[src/hdl/fetch_defines.svh]
/*
 * Global sizing of the fetch front end.
 * Included by the package and by every block that needs line, buffer or credit sizes.
 */

`ifndef FETCH_DEFINES_SVH
`define FETCH_DEFINES_SVH

// Bytes in one memory line, a power of two
`define FETCH_LINE_BYTES 32

// Number of recently filled lines kept by the line buffer
`define FETCH_BUF_DEPTH 4

// Credits the decode stage grants after reset
`define FETCH_CREDITS 4

// Instruction pointer after reset
`define FETCH_RESET_IP 32'h0

`endif

[src/hdl/fetch_pkg.sv]
/*
 * Shared types of the fetch front end.
 * Modules name these types by scope in their headers and import them in their bodies.
 */

`default_nettype none

`include "fetch_defines.svh"

package fetch_pkg;

	// ============================================================
	// Basic words
	// ============================================================

	// Byte address of an instruction or a line
	typedef logic [31:0] addr_t;

	// One fixed-length instruction word
	typedef logic [31:0] insn_t;

	// One full memory line
	// Word k of the line sits in bits 32k+31 down to 32k
	typedef logic [`FETCH_LINE_BYTES*8-1:0] line_t;

	// ============================================================
	// Encodings
	// ============================================================

	// Opcode of the unconditional jump, held in bits 6..0
	// The offset field is bits 31..12, counted in words from the jump itself
	localparam logic [6:0] JUMP_OPCODE = 7'h6f;

	// Instruction as it leaves toward the decode stage
	typedef struct packed {
		insn_t insn;
		addr_t ip;
		logic  is_jump;
	} issue_t;

endpackage

`default_nettype wire

[src/hdl/line_lookup_if.sv]
/*
 * Lookup and fill channel of the line buffer.
 * The sequencer drives the pointer and the fill, the buffer answers, the predecoder reads.
 */

`default_nettype none

interface line_lookup_if (
	input var logic clk_i
);
	import fetch_pkg::*;

	// Current instruction pointer
	addr_t ip;

	// Lookup answer, combinational from the buffer
	logic  hit;
	line_t line;

	// Line returned by memory, written into the buffer at the next edge
	logic  fill_valid;
	addr_t fill_addr;
	line_t fill_line;

	modport buffer (input clk_i, input ip, output hit, output line,
		input fill_valid, input fill_addr, input fill_line);

	modport sequencer (input clk_i, output ip, input hit,
		output fill_valid, output fill_addr, output fill_line);

	// The predecoder only looks at the pointer and the returned line
	modport reader (input ip, input line);

endinterface

`default_nettype wire

[src/hdl/line_buffer.sv]
/*
 * Small store of the most recently filled lines.
 * Every entry is compared with the pointer in parallel, and a fill drops the oldest entry.
 */

`default_nettype none

`include "fetch_defines.svh"

module line_buffer (
	input  var logic clk_i,
	input  var logic rst_i,
	line_lookup_if.buffer lookup
);
	import fetch_pkg::*;

	localparam int DEPTH = `FETCH_BUF_DEPTH;
	localparam int OFS_W = $clog2(`FETCH_LINE_BYTES);
	localparam int TAG_W = $bits(addr_t) - OFS_W;

	// Slot 0 holds the oldest line, slot DEPTH-1 the newest
	logic [DEPTH-1:0] valid_q;
	logic [TAG_W-1:0] tag_q [DEPTH];
	line_t            data_q [DEPTH];

	logic             hit;
	line_t            line;

	// ============================================================
	// Lookup
	// ============================================================

	// A line is only filled after a miss, so at most one slot can match
	always_comb begin
		hit  = 1'b0;
		line = '0;
		for (int i = 0; i < DEPTH; i++) begin
			if (valid_q[i] && tag_q[i] == lookup.ip[$bits(addr_t)-1:OFS_W]) begin
				hit  = 1'b1;
				line = data_q[i];
			end
		end
	end

	assign lookup.hit  = hit;
	assign lookup.line = line;

	// ============================================================
	// Fill
	// ============================================================

	// Valid bits move along with their entries
	always_ff @(posedge clk_i) begin
		if (rst_i) begin
			valid_q <= '0;
		end else if (lookup.fill_valid) begin
			valid_q <= {1'b1, valid_q[DEPTH-1:1]};
		end
	end

	// Tags and lines shift toward slot 0, the new line enters at the top
	always_ff @(posedge clk_i) begin
		if (lookup.fill_valid) begin
			for (int i = 0; i < DEPTH - 1; i++) begin
				tag_q[i]  <= tag_q[i+1];
				data_q[i] <= data_q[i+1];
			end
			tag_q[DEPTH-1]  <= lookup.fill_addr[$bits(addr_t)-1:OFS_W];
			data_q[DEPTH-1] <= lookup.fill_line;
		end
	end

endmodule

`default_nettype wire

[src/hdl/predecode.sv]
/*
 * Combinational predecoder.
 * Picks the word at the pointer out of the buffered line and spots unconditional jumps.
 */

`default_nettype none

`include "fetch_defines.svh"

module predecode (
	line_lookup_if.reader lookup,
	output var fetch_pkg::insn_t insn_o,
	output var logic             is_jump_o,
	output var fetch_pkg::addr_t target_o
);
	import fetch_pkg::*;

	localparam int WORDS = `FETCH_LINE_BYTES / 4;
	localparam int OFS_W = $clog2(`FETCH_LINE_BYTES);

	// The line seen as an array of words, word k at bits 32k+31..32k
	insn_t [WORDS-1:0] words;

	// Word index of the pointer inside its line
	logic [OFS_W-3:0] word_idx;

	// Sign-extended byte offset of a jump
	addr_t jump_ofs;

	assign words    = lookup.line;
	assign word_idx = lookup.ip[OFS_W-1:2];

	// ============================================================
	// Word select and jump decode
	// ============================================================

	assign insn_o = words[word_idx];

	// Only the low seven bits tell a jump apart
	assign is_jump_o = (insn_o[6:0] == JUMP_OPCODE);

	// Offset field is in words, so it is shifted left by two
	assign jump_ofs = {{10{insn_o[31]}}, insn_o[31:12], 2'b00};

	// Target is relative to the jump's own address
	// For a non-jump word the value is meaningless and ignored downstream
	assign target_o = lookup.ip + jump_ofs;

endmodule

`default_nettype wire

[src/hdl/fetch_sequencer.sv]
/*
 * Owner of the instruction pointer.
 * Issues on a buffer hit when a credit is free, follows jumps, and fetches missing lines.
 */

`default_nettype none

`include "fetch_defines.svh"

module fetch_sequencer (
	input  var logic             clk_i,
	input  var logic             rst_i,
	line_lookup_if.sequencer     lookup,
	input  var logic             is_jump_i,
	input  var fetch_pkg::addr_t target_i,
	input  var logic             can_issue_i,
	output var logic             issue_o,
	output var logic             mem_req_o,
	output var fetch_pkg::addr_t mem_addr_o,
	input  var logic             mem_valid_i,
	input  var fetch_pkg::line_t mem_line_i
);
	import fetch_pkg::*;

	localparam int OFS_W = $clog2(`FETCH_LINE_BYTES);

	// Pointer of the instruction being looked up
	addr_t ip_q;

	// High while a line request is open toward memory, this is the miss state
	logic  req_q;

	// Line address of the open request
	addr_t req_addr_q;

	// Line address of the current pointer
	addr_t ip_line;

	assign ip_line = {ip_q[$bits(addr_t)-1:OFS_W], {OFS_W{1'b0}}};

	// ============================================================
	// Issue decision
	// ============================================================

	// A hit can only go out while decode still has a free credit
	assign issue_o = lookup.hit & can_issue_i;

	// Pointer steps one word, or takes the target when the jump goes out
	always_ff @(posedge clk_i) begin
		if (rst_i) begin
			ip_q <= `FETCH_RESET_IP;
		end else if (issue_o) begin
			if (is_jump_i) begin
				ip_q <= target_i;
			end else begin
				ip_q <= ip_q + 32'd4;
			end
		end
	end

	assign lookup.ip = ip_q;

	// ============================================================
	// Miss handling
	// ============================================================

	// A miss opens the request one edge later
	// The request closes at the edge that samples the answer
	always_ff @(posedge clk_i) begin
		if (rst_i) begin
			req_q <= 1'b0;
		end else if (!req_q && !lookup.hit) begin
			req_q <= 1'b1;
		end else if (req_q && mem_valid_i) begin
			req_q <= 1'b0;
		end
	end

	// Address is captured together with the opening of the request
	always_ff @(posedge clk_i) begin
		if (!req_q && !lookup.hit) begin
			req_addr_q <= ip_line;
		end
	end

	assign mem_req_o  = req_q;
	assign mem_addr_o = req_addr_q;

	// Returned line goes straight into the buffer, next cycle then hits
	assign lookup.fill_valid = req_q & mem_valid_i;
	assign lookup.fill_addr  = req_addr_q;
	assign lookup.fill_line  = mem_line_i;

endmodule

`default_nettype wire

[src/hdl/issue_stage.sv]
/*
 * Output register toward the decode stage with credit flow control.
 * One credit is spent per issued instruction and returned by each credit pulse.
 */

`default_nettype none

`include "fetch_defines.svh"

module issue_stage (
	input  var logic             clk_i,
	input  var logic             rst_i,
	input  var logic             issue_i,
	input  var fetch_pkg::insn_t insn_i,
	input  var fetch_pkg::addr_t ip_i,
	input  var logic             is_jump_i,
	input  var logic             credit_i,
	output var logic             can_issue_o,
	output var logic             insn_valid_o,
	output var fetch_pkg::insn_t insn_o,
	output var fetch_pkg::addr_t insn_ip_o,
	output var logic             insn_is_jump_o
);
	import fetch_pkg::*;

	localparam int CNT_W = $clog2(`FETCH_CREDITS + 1);

	// Credits still available to spend
	logic [CNT_W-1:0] credits_q;

	// Registered instruction
	logic   valid_q;
	issue_t out_q;

	// ============================================================
	// Credit counter
	// ============================================================

	// An issue and a returned credit in one cycle cancel out
	always_ff @(posedge clk_i) begin
		if (rst_i) begin
			credits_q <= CNT_W'(`FETCH_CREDITS);
		end else if (issue_i && !credit_i) begin
			credits_q <= credits_q - 1'b1;
		end else if (credit_i && !issue_i) begin
			credits_q <= credits_q + 1'b1;
		end
	end

	// Nothing goes out while decode has no room
	assign can_issue_o = (credits_q != '0);

	// ============================================================
	// Output register
	// ============================================================

	always_ff @(posedge clk_i) begin
		if (rst_i) begin
			valid_q <= 1'b0;
		end else begin
			valid_q <= issue_i;
		end
	end

	// Payload follows the issue strobe
	always_ff @(posedge clk_i) begin
		if (issue_i) begin
			out_q <= '{insn: insn_i, ip: ip_i, is_jump: is_jump_i};
		end
	end

	assign insn_valid_o   = valid_q;
	assign insn_o         = out_q.insn;
	assign insn_ip_o      = out_q.ip;
	assign insn_is_jump_o = out_q.is_jump;

endmodule

`default_nettype wire

[src/hdl/fetch_top.sv]
/*
 * Top level of the fetch front end.
 * Memory, issue and credit signals are plain ports, the line channel stays inside.
 */

`default_nettype none

module fetch_top (
	input  var logic             clk_i,
	input  var logic             rst_i,
	// Memory line port
	output var logic             mem_req_o,
	output var fetch_pkg::addr_t mem_addr_o,
	input  var logic             mem_valid_i,
	input  var fetch_pkg::line_t mem_line_i,
	// Issue port toward decode
	output var logic             insn_valid_o,
	output var fetch_pkg::insn_t insn_o,
	output var fetch_pkg::addr_t insn_ip_o,
	output var logic             insn_is_jump_o,
	input  var logic             credit_i
);
	import fetch_pkg::*;

	// Predecoder results
	insn_t pd_insn;
	logic  pd_is_jump;
	addr_t pd_target;

	// Handshake between sequencer and issue stage
	logic  can_issue;
	logic  issue;

	// Lookup and fill channel shared by three blocks
	line_lookup_if lookup (.clk_i(clk_i));

	line_buffer u_line_buffer (
		.clk_i  (clk_i),
		.rst_i  (rst_i),
		.lookup (lookup.buffer)
	);

	predecode u_predecode (
		.lookup    (lookup.reader),
		.insn_o    (pd_insn),
		.is_jump_o (pd_is_jump),
		.target_o  (pd_target)
	);

	fetch_sequencer u_sequencer (
		.clk_i       (clk_i),
		.rst_i       (rst_i),
		.lookup      (lookup.sequencer),
		.is_jump_i   (pd_is_jump),
		.target_i    (pd_target),
		.can_issue_i (can_issue),
		.issue_o     (issue),
		.mem_req_o   (mem_req_o),
		.mem_addr_o  (mem_addr_o),
		.mem_valid_i (mem_valid_i),
		.mem_line_i  (mem_line_i)
	);

	// The issued address is the pointer that was looked up
	issue_stage u_issue (
		.clk_i          (clk_i),
		.rst_i          (rst_i),
		.issue_i        (issue),
		.insn_i         (pd_insn),
		.ip_i           (lookup.ip),
		.is_jump_i      (pd_is_jump),
		.credit_i       (credit_i),
		.can_issue_o    (can_issue),
		.insn_valid_o   (insn_valid_o),
		.insn_o         (insn_o),
		.insn_ip_o      (insn_ip_o),
		.insn_is_jump_o (insn_is_jump_o)
	);

endmodule

`default_nettype wire

[config.mk]
export PLATFORM = sky130hd
export DESIGN_NAME = fetch_top
export DESIGN_NICKNAME = d
export VERILOG_FILES = /design/src/hdl/fetch_pkg.sv /design/src/hdl/line_lookup_if.sv /design/src/hdl/line_buffer.sv /design/src/hdl/predecode.sv /design/src/hdl/fetch_sequencer.sv /design/src/hdl/issue_stage.sv /design/src/hdl/fetch_top.sv
export VERILOG_INCLUDE_DIRS = /design/src /design/src/hdl
export SDC_FILE = /design/constraint.sdc
export NUM_CORES = 2
export LEC_CHECK = 0
export BUFFER_PORTS_ARGS = -buffer_cell sky130_fd_sc_hd__buf_4
export CAP_MARGIN = 20
export CORE_ASPECT_RATIO = 1.25
export CORE_UTILIZATION = 30
export CTS_BUF_LIST = sky130_fd_sc_hd__clkbuf_4
export DETAILED_ROUTE_END_ITERATION = 16
export PLACE_DENSITY = 0.58
export SLEW_MARGIN = 20
export SYNTH_ARGS = -nofsm -noshare
export SYNTH_HDL_FRONTEND = slang
export SYNTH_SLANG_ARGS = --single-unit
[constraint.sdc]
create_clock -name clk_i -period 25.8 [get_ports clk_i]
set_clock_uncertainty 0.05 [all_clocks]
set_input_delay 1.29 -clock clk_i [delete_from_list [all_inputs] [get_ports clk_i]]
set_output_delay 1.29 -clock clk_i [all_outputs]
set_load 0.005 [all_outputs]
---- Word level (Yosys, flattened, before mapping) ----
Memory sizes are Yosys's and may differ from the RTL's.
Cells that the tools add are included.
storage, ports and cells
  output and inout bits ................... 99
  logic and storage cells ................. 55
  register bits after elaboration ......... 133
  RAM bits ................................ 1,132
  input bits .............................. 260
  memories ................................ 2
cells by class
  magnitude comparators ................... 1
  equality and inequality tests ........... 5
  add/subtract/negate cells ............... 4
  mux-type cells .......................... 17
  bitwise gates (word level) .............. 2
  reduce and logical (&&, ||, !) cells .... 15
memory list
  memory                words  width  rd ports  clocked after memory_dff  wr ports  line               source
  u_line_buffer.data_q  4      256    4         0                         4         line_buffer.sv:24  line_t data_q [DEPTH];
  u_line_buffer.tag_q   4      27     4         0                         4         line_buffer.sv:23  logic [TAG_W-1:0] tag_q [DEPTH];
operators by type and width
  cell                     number
  $mux W256                4
  $eq A27 B27 Y1           4
  $bmux W32 S3             1
  $mux W32                 2
  $add A32 B3 Y32 const B  1
  $add A32 B32 Y32         1
  $logic_and A1 B1 Y1      8
  $mux W1                  8
  $eq A7 B7 Y1 const B     1
  $mux W3                  2
  $logic_not A1 Y1         4
  $lt A3 B4 Y1 const B     1
  $reduce_bool A2 Y1       2
  $add A3 B1 Y3 const B    1
  $reduce_bool A3 Y1       1
  $sub A3 B1 Y3 const B    1
  $and A1 B1 Y1            2

---- Logic depth before layout (Yosys ltp) ----
An unclocked memory read counts as a cell.
  depth after elaboration ................. 12
  gate-level depth with buffers ........... 31

---- By module ----
From an unflattened synthesis, not the netlist that was laid out.
second synthesis, totals
  cells, all modules ...................... 4,188
  area total of the unflattened synthesis .. 56,860.8 um2
modules (own cells, without submodules)
  module           area an instance (um2)  cells each  instances
  line_buffer      45,891.5                3,149       1
  fetch_sequencer  5,101.1                 606         1
  predecode        3,733.6                 351         1
  issue_stage      2,134.5                 82          1

---- Worst setup path before layout ----
No wires, ideal clock.
  path kind ............................... input-to-reg
  from .................................... in mem_valid_i
  to ...................................... mem u_line_buffer.data_q[0][0] (netlist bit), enable pin
  stages .................................. 2
  data required time ...................... 24,278 ps
  library setup time ...................... 1,472 ps
  arrival time ............................ 23,244 ps
  buffers on the path ..................... 0
  setup slack ............................. 1,034 ps
  cell sequence ........................... nand2_1 inv_1
RTL lines
  what         line               source
  from (decl)  fetch_top.sv:14    input var logic mem_valid_i,
  to (decl)    line_buffer.sv:24

---- Worst setup path after layout ----
  from .................................... reg u_sequencer.ip_q[31], in the netlist u_sequencer.lookup.ip[31]
  to ...................................... reg u_sequencer.ip_q[31], in the netlist u_sequencer.lookup.ip[31]
on the way
  longest elaborated chain between the ends .. 10
  elaborated cells between the ends (all ways) .. 23
  classes of those cells .................. add/sub (2); eq/ne (5); mux (11); bitwise (1); reduce/logical (4)
ends and longest elaborated chain
  what                              line                   source
  from (decl)                       fetch_sequencer.sv:28  addr_t ip_q;
  from (signal assigned)            fetch_sequencer.sv:51  ip_q <= `FETCH_RESET_IP;
  from (signal assigned)            fetch_sequencer.sv:54  ip_q <= target_i;
  from (signal assigned)            fetch_sequencer.sv:56  ip_q <= ip_q + 32'd4;
  $eq A27 B27 Y1                    line_buffer.sv:38      if (valid_q[i] && tag_q[i] == lookup.ip[$bits(addr_t)-1:OFS_W]) begin
  $logic_and A1 B1 Y1               line_buffer.sv:38
  $mux W256 (3 in series)           line_buffer.sv:38
  $mux W256 *                       line_buffer.sv:38
  $bmux W32 S3 *                    predecode.sv:37        assign insn_o = words[word_idx];
  $mux W32 (implied by the code) *  predecode.sv:37
  via pd_insn[13]                   fetch_top.sv:26        insn_t pd_insn;
  $add A32 B32 Y32 *                predecode.sv:47        assign target_o = lookup.ip + jump_ofs;
  $mux W32 *                        fetch_sequencer.sv:53  if (is_jump_i) begin
Mark *: on every way through the listed nets, which the timed path passes. The rest lies on a longest branch. The select of a mux whose other input is x is not followed.
A chain may end at the register's enable or synchronous reset.

==> flow_metrics.env <==
export IMPL_outcome="finished, final reports clean"
export IMPL_final_area_um2=61300
export IMPL_dp_cells=5389
export IMPL_crit_path_end_kind="flop"
export IMPL_start_util_pct=30.3
export IMPL_grt_total_usage_pct=16.1
export IMPL_io_pins=359
export IMPL_synthXorXnorAreaFrac_pct=2.48
export IMPL_critical_path_class="reg -> reg"
export IMPL_fill_cells=15572
export IMPL_maxSlewHeadroom_pct=23.0
export IMPL_portBuffers=351
export IMPL_post_cts_resized=0
export IMPL_most_common_layout_cells="edfxtp_1, clkbuf_4, buf_4"
export IMPL_setup_tns_ps=0
export IMPL_grt_pass1_vias=31867
export IMPL_drt_pass1_iterations=6
export IMPL_leakage_nw=20.7
export IMPL_grt_first_pass_wirelength_um=204000
export IMPL_synth_cell_types=82
export IMPL_max_freq_ghz=0.113
export IMPL_finalHoldViolations=0
export IMPL_core_area_um2=166000
export IMPL_ys_seq_elements=1261
export IMPL_place_congestion=0.886
export IMPL_grt_max_degree=198
export IMPL_fin_hold_ws_ps=180
export IMPL_avgSynthCellArea_um2=16.6
export IMPL_pre_cts_ws_ps=16850
export IMPL_grt_setup_unrepaired="no"
export IMPL_drt_initial_drc_count=3143
export IMPL_setup_viol=0
export IMPL_postRouteAntennaNets=0
export IMPL_overflow=0
export IMPL_routed_wl_um=138000
export IMPL_cp_arrival_ps=9970
export IMPL_r2r_start="u_sequencer.lookup.ip[31]"
export IMPL_r2r_end="u_sequencer.lookup.ip[31]"
export IMPL_post_drt_wl_per_cell_um=22.5
export IMPL_synth_compound_area_share_pct=11.4
export IMPL_cellPowerDensity_nw_per_um2=68.8
export IMPL_worst_path_largest_cell_delay_ps=930
export IMPL_nets=4034
export IMPL_seq_area_frac_synth_pct=74.4
export IMPL_fin_crit_sh_pct=34.2
export IMPL_die_area_um2=169000
export IMPL_startpoint_type="flop"
export IMPL_htree_levels=5
export IMPL_final_core_util_pct=36.9
export IMPL_vias=31389
export IMPL_reg2reg_depth=26
export IMPL_clk_latency_ps=1350
export IMPL_timing_critical_path_from="u_sequencer.lookup.ip[31]"
export IMPL_cts_root_buf="clkbuf_4"
export IMPL_cp_max_fo=85
export IMPL_ys_async_sr_fraction_pct=0
export IMPL_max_cap_violations=0
export IMPL_synth_cell_area_um2=50300
export IMPL_fin_ws_ps=16970
export IMPL_cts_sinks=1261
export IMPL_clock_path_buffers=4
export IMPL_synth_edf_count=1222
export IMPL_synthAdderAreaFrac_pct=0.825
export IMPL_max_slew_worst_pin_slew_ps=1160
export IMPL_fp_row_count=167
export IMPL_final_cells=6150
export IMPL_placed_area_um2=55200
export IMPL_synth_top_family_by_area="compound AO/OA/AOI/OAI gates"
export IMPL_drt_drc_violations_left=0
export IMPL_synthCells=3026
export IMPL_numCtsBuffers=341
export IMPL_yosys_warnings=0
export IMPL_clk_pin_slew_ps=70
export IMPL_crit_slowest_cell="buf_4"
export IMPL_cts_tree="yes"
export IMPL_r2r_slack_ps=16970
export IMPL_fp_dieW_um=368
export IMPL_cp_endpoint="u_sequencer.lookup.ip[31]"
export IMPL_final_common_cell="edfxtp_1"
export IMPL_peakVddDrop_v=0.0000407
export IMPL_finalPower_mw=4.22
export IMPL_areaGrowthSynthToFinish_pct=21.7
export IMPL_die_h_um=460
export IMPL_drive_above_1_share_pct=25.4
export IMPL_worstPathRequired_ps=26940
export IMPL_antenna_found_initial=8
export IMPL_hpwl_um=83900
export IMPL_hp_class="in -> reg"
export IMPL_vias_per_cell=5.10
export IMPL_synth_mux_area_share_pct=3.82
export IMPL_period_minus_slack_ps=8830
export IMPL_synth_simple_area_share_pct=4.74
export IMPL_dominantRegCellSynth="edfxtp_1"
export IMPL_final_max_slew_viol_count=0
-- layout make-up --
type	instances	area (um^2)	share of cell area, %
Tap cell	2197	2750	4.49
Clock buffer	468	3510	5.73
Antenna cell	11	27.5	0.0449
Timing Repair Buffer	601	5100	8.33
Clock inverter	75	487	0.794
Sequential cell	1261	37500	61.2
Inverter	33	134	0.218
Multi-Input combinational cell	1504	11800	19.2
-- state kept, by name, indices dropped and copies added (netlist names) --
register	flops
u_issue.insn_valid_o	1
u_line_buffer.tag_q	108
u_issue.insn_o	32
u_issue.credits_q	3
u_line_buffer.data_q	1024
u_issue.insn_ip_o	30
u_sequencer.lookup.fill_addr	27
u_line_buffer.valid_q	4
u_sequencer.lookup.ip	30
u_issue.insn_is_jump_o	1
u_sequencer.mem_req_o	1
-- Yosys cell counts, drive strengths merged, types with 10 or more instances --
| library cell | n | area, um^2 |
|---|---|---|
| a22o | 15 | 131 |
| mux4 | 68 | 1530 |
| o311ai | 73 | 639 |
| nor4 | 24 | 165 |
| o211ai | 103 | 773 |
| nand4 | 28 | 175 |
| and3 | 11 | 68.8 |
| nor3 | 22 | 110 |
| a221o | 130 | 1300 |
| nor4b | 10 | 87.6 |
| nand3 | 36 | 180 |
| nor2 | 147 | 559 |
| buf | 93 | 520 |
| inv | 33 | 124 |
| a311oi | 32 | 280 |
| edfxtp | 1222 | 36700 |
| dfxtp | 39 | 781 |
| a31oi | 11 | 68.8 |
| ha | 30 | 375 |
| clkbuf | 141 | 529 |
| nand2 | 124 | 465 |
| nor2b | 25 | 156 |
| xnor2 | 77 | 749 |
| a221oi | 90 | 795 |
| xor2 | 57 | 499 |
| a21oi | 90 | 450 |
| mux2i | 31 | 310 |
| a21o | 12 | 90.1 |
| o21ai | 110 | 551 |
-- per-layer routing --
| layer | global-route usage [%] | wire (um) | share of wire (%) | vias up |
|---|---|---|---|---|
| met5 | 0 | 0 | 0 | - |
| met4 | 6.37 | 3900 | 2.8 | 0 |
| met3 | 3.70 | 9840 | 7.1 | 242 |
| met2 | 24.3 | 62900 | 45 | 1386 |
| met1 | 22.2 | 61800 | 45 | 15793 |
| li1 | - | - | - | 13968 |
-- cell families after synthesis --
family / after synthesis
xor gates and xnor gates: 134
and+or+nand+nor: 484
AOI/OAI and AO/OA: 741
buffers and inverters: 267
adders and majority gates: 32
muxes: 106
DFF: 1261
other: 1
-- where the power goes --
part / total, mW / switching [mW] / internal (mW)
registers: 2.37 / 0.0423 / 2.33
clock network: 1.72 / 0.820 / 0.900
logic: 0.125 / 0.0646 / 0.0599
-- worst max-delay path: cells and delay by family (launching register included) --
kind            cells  cell delay, ps
compound gates     14            3840
buf+inv             2            1640
simple gates        6            1550
xor+xnor            1             450
flops               1             410
mux                 2             400
fa+ha+maj           1             270
-- how the worst min path moves through the flow --
stage	start	to	cells after the start
4_1_cts	mem_line_i[231]	u_line_buffer.data_q[3][231]	1
2_1_floorplan	u_line_buffer.data_q[3][133]	u_line_buffer.data_q[2][133]	0
6_report	mem_line_i[231]	u_line_buffer.data_q[3][231]	1
5_1_grt	mem_line_i[228]	u_line_buffer.data_q[3][228]	1
3_5_place_dp	u_line_buffer.data_q[3][53]	u_line_buffer.data_q[2][53]	0
3_3_place_gp	u_line_buffer.data_q[2][98]	u_line_buffer.data_q[1][98]	0
-- repair_timing --
| item | 4_1_cts | 5_1_grt |
|---|---|---|
| hold buffers | 207 | 0 |
| setup endpoints to repair | 0 | 0 |
| buffers inserted | 0 | 0 |
| hold endpoints to repair | 207 | 0 |
No activity file was read; power rests on OpenSTA's default activity.
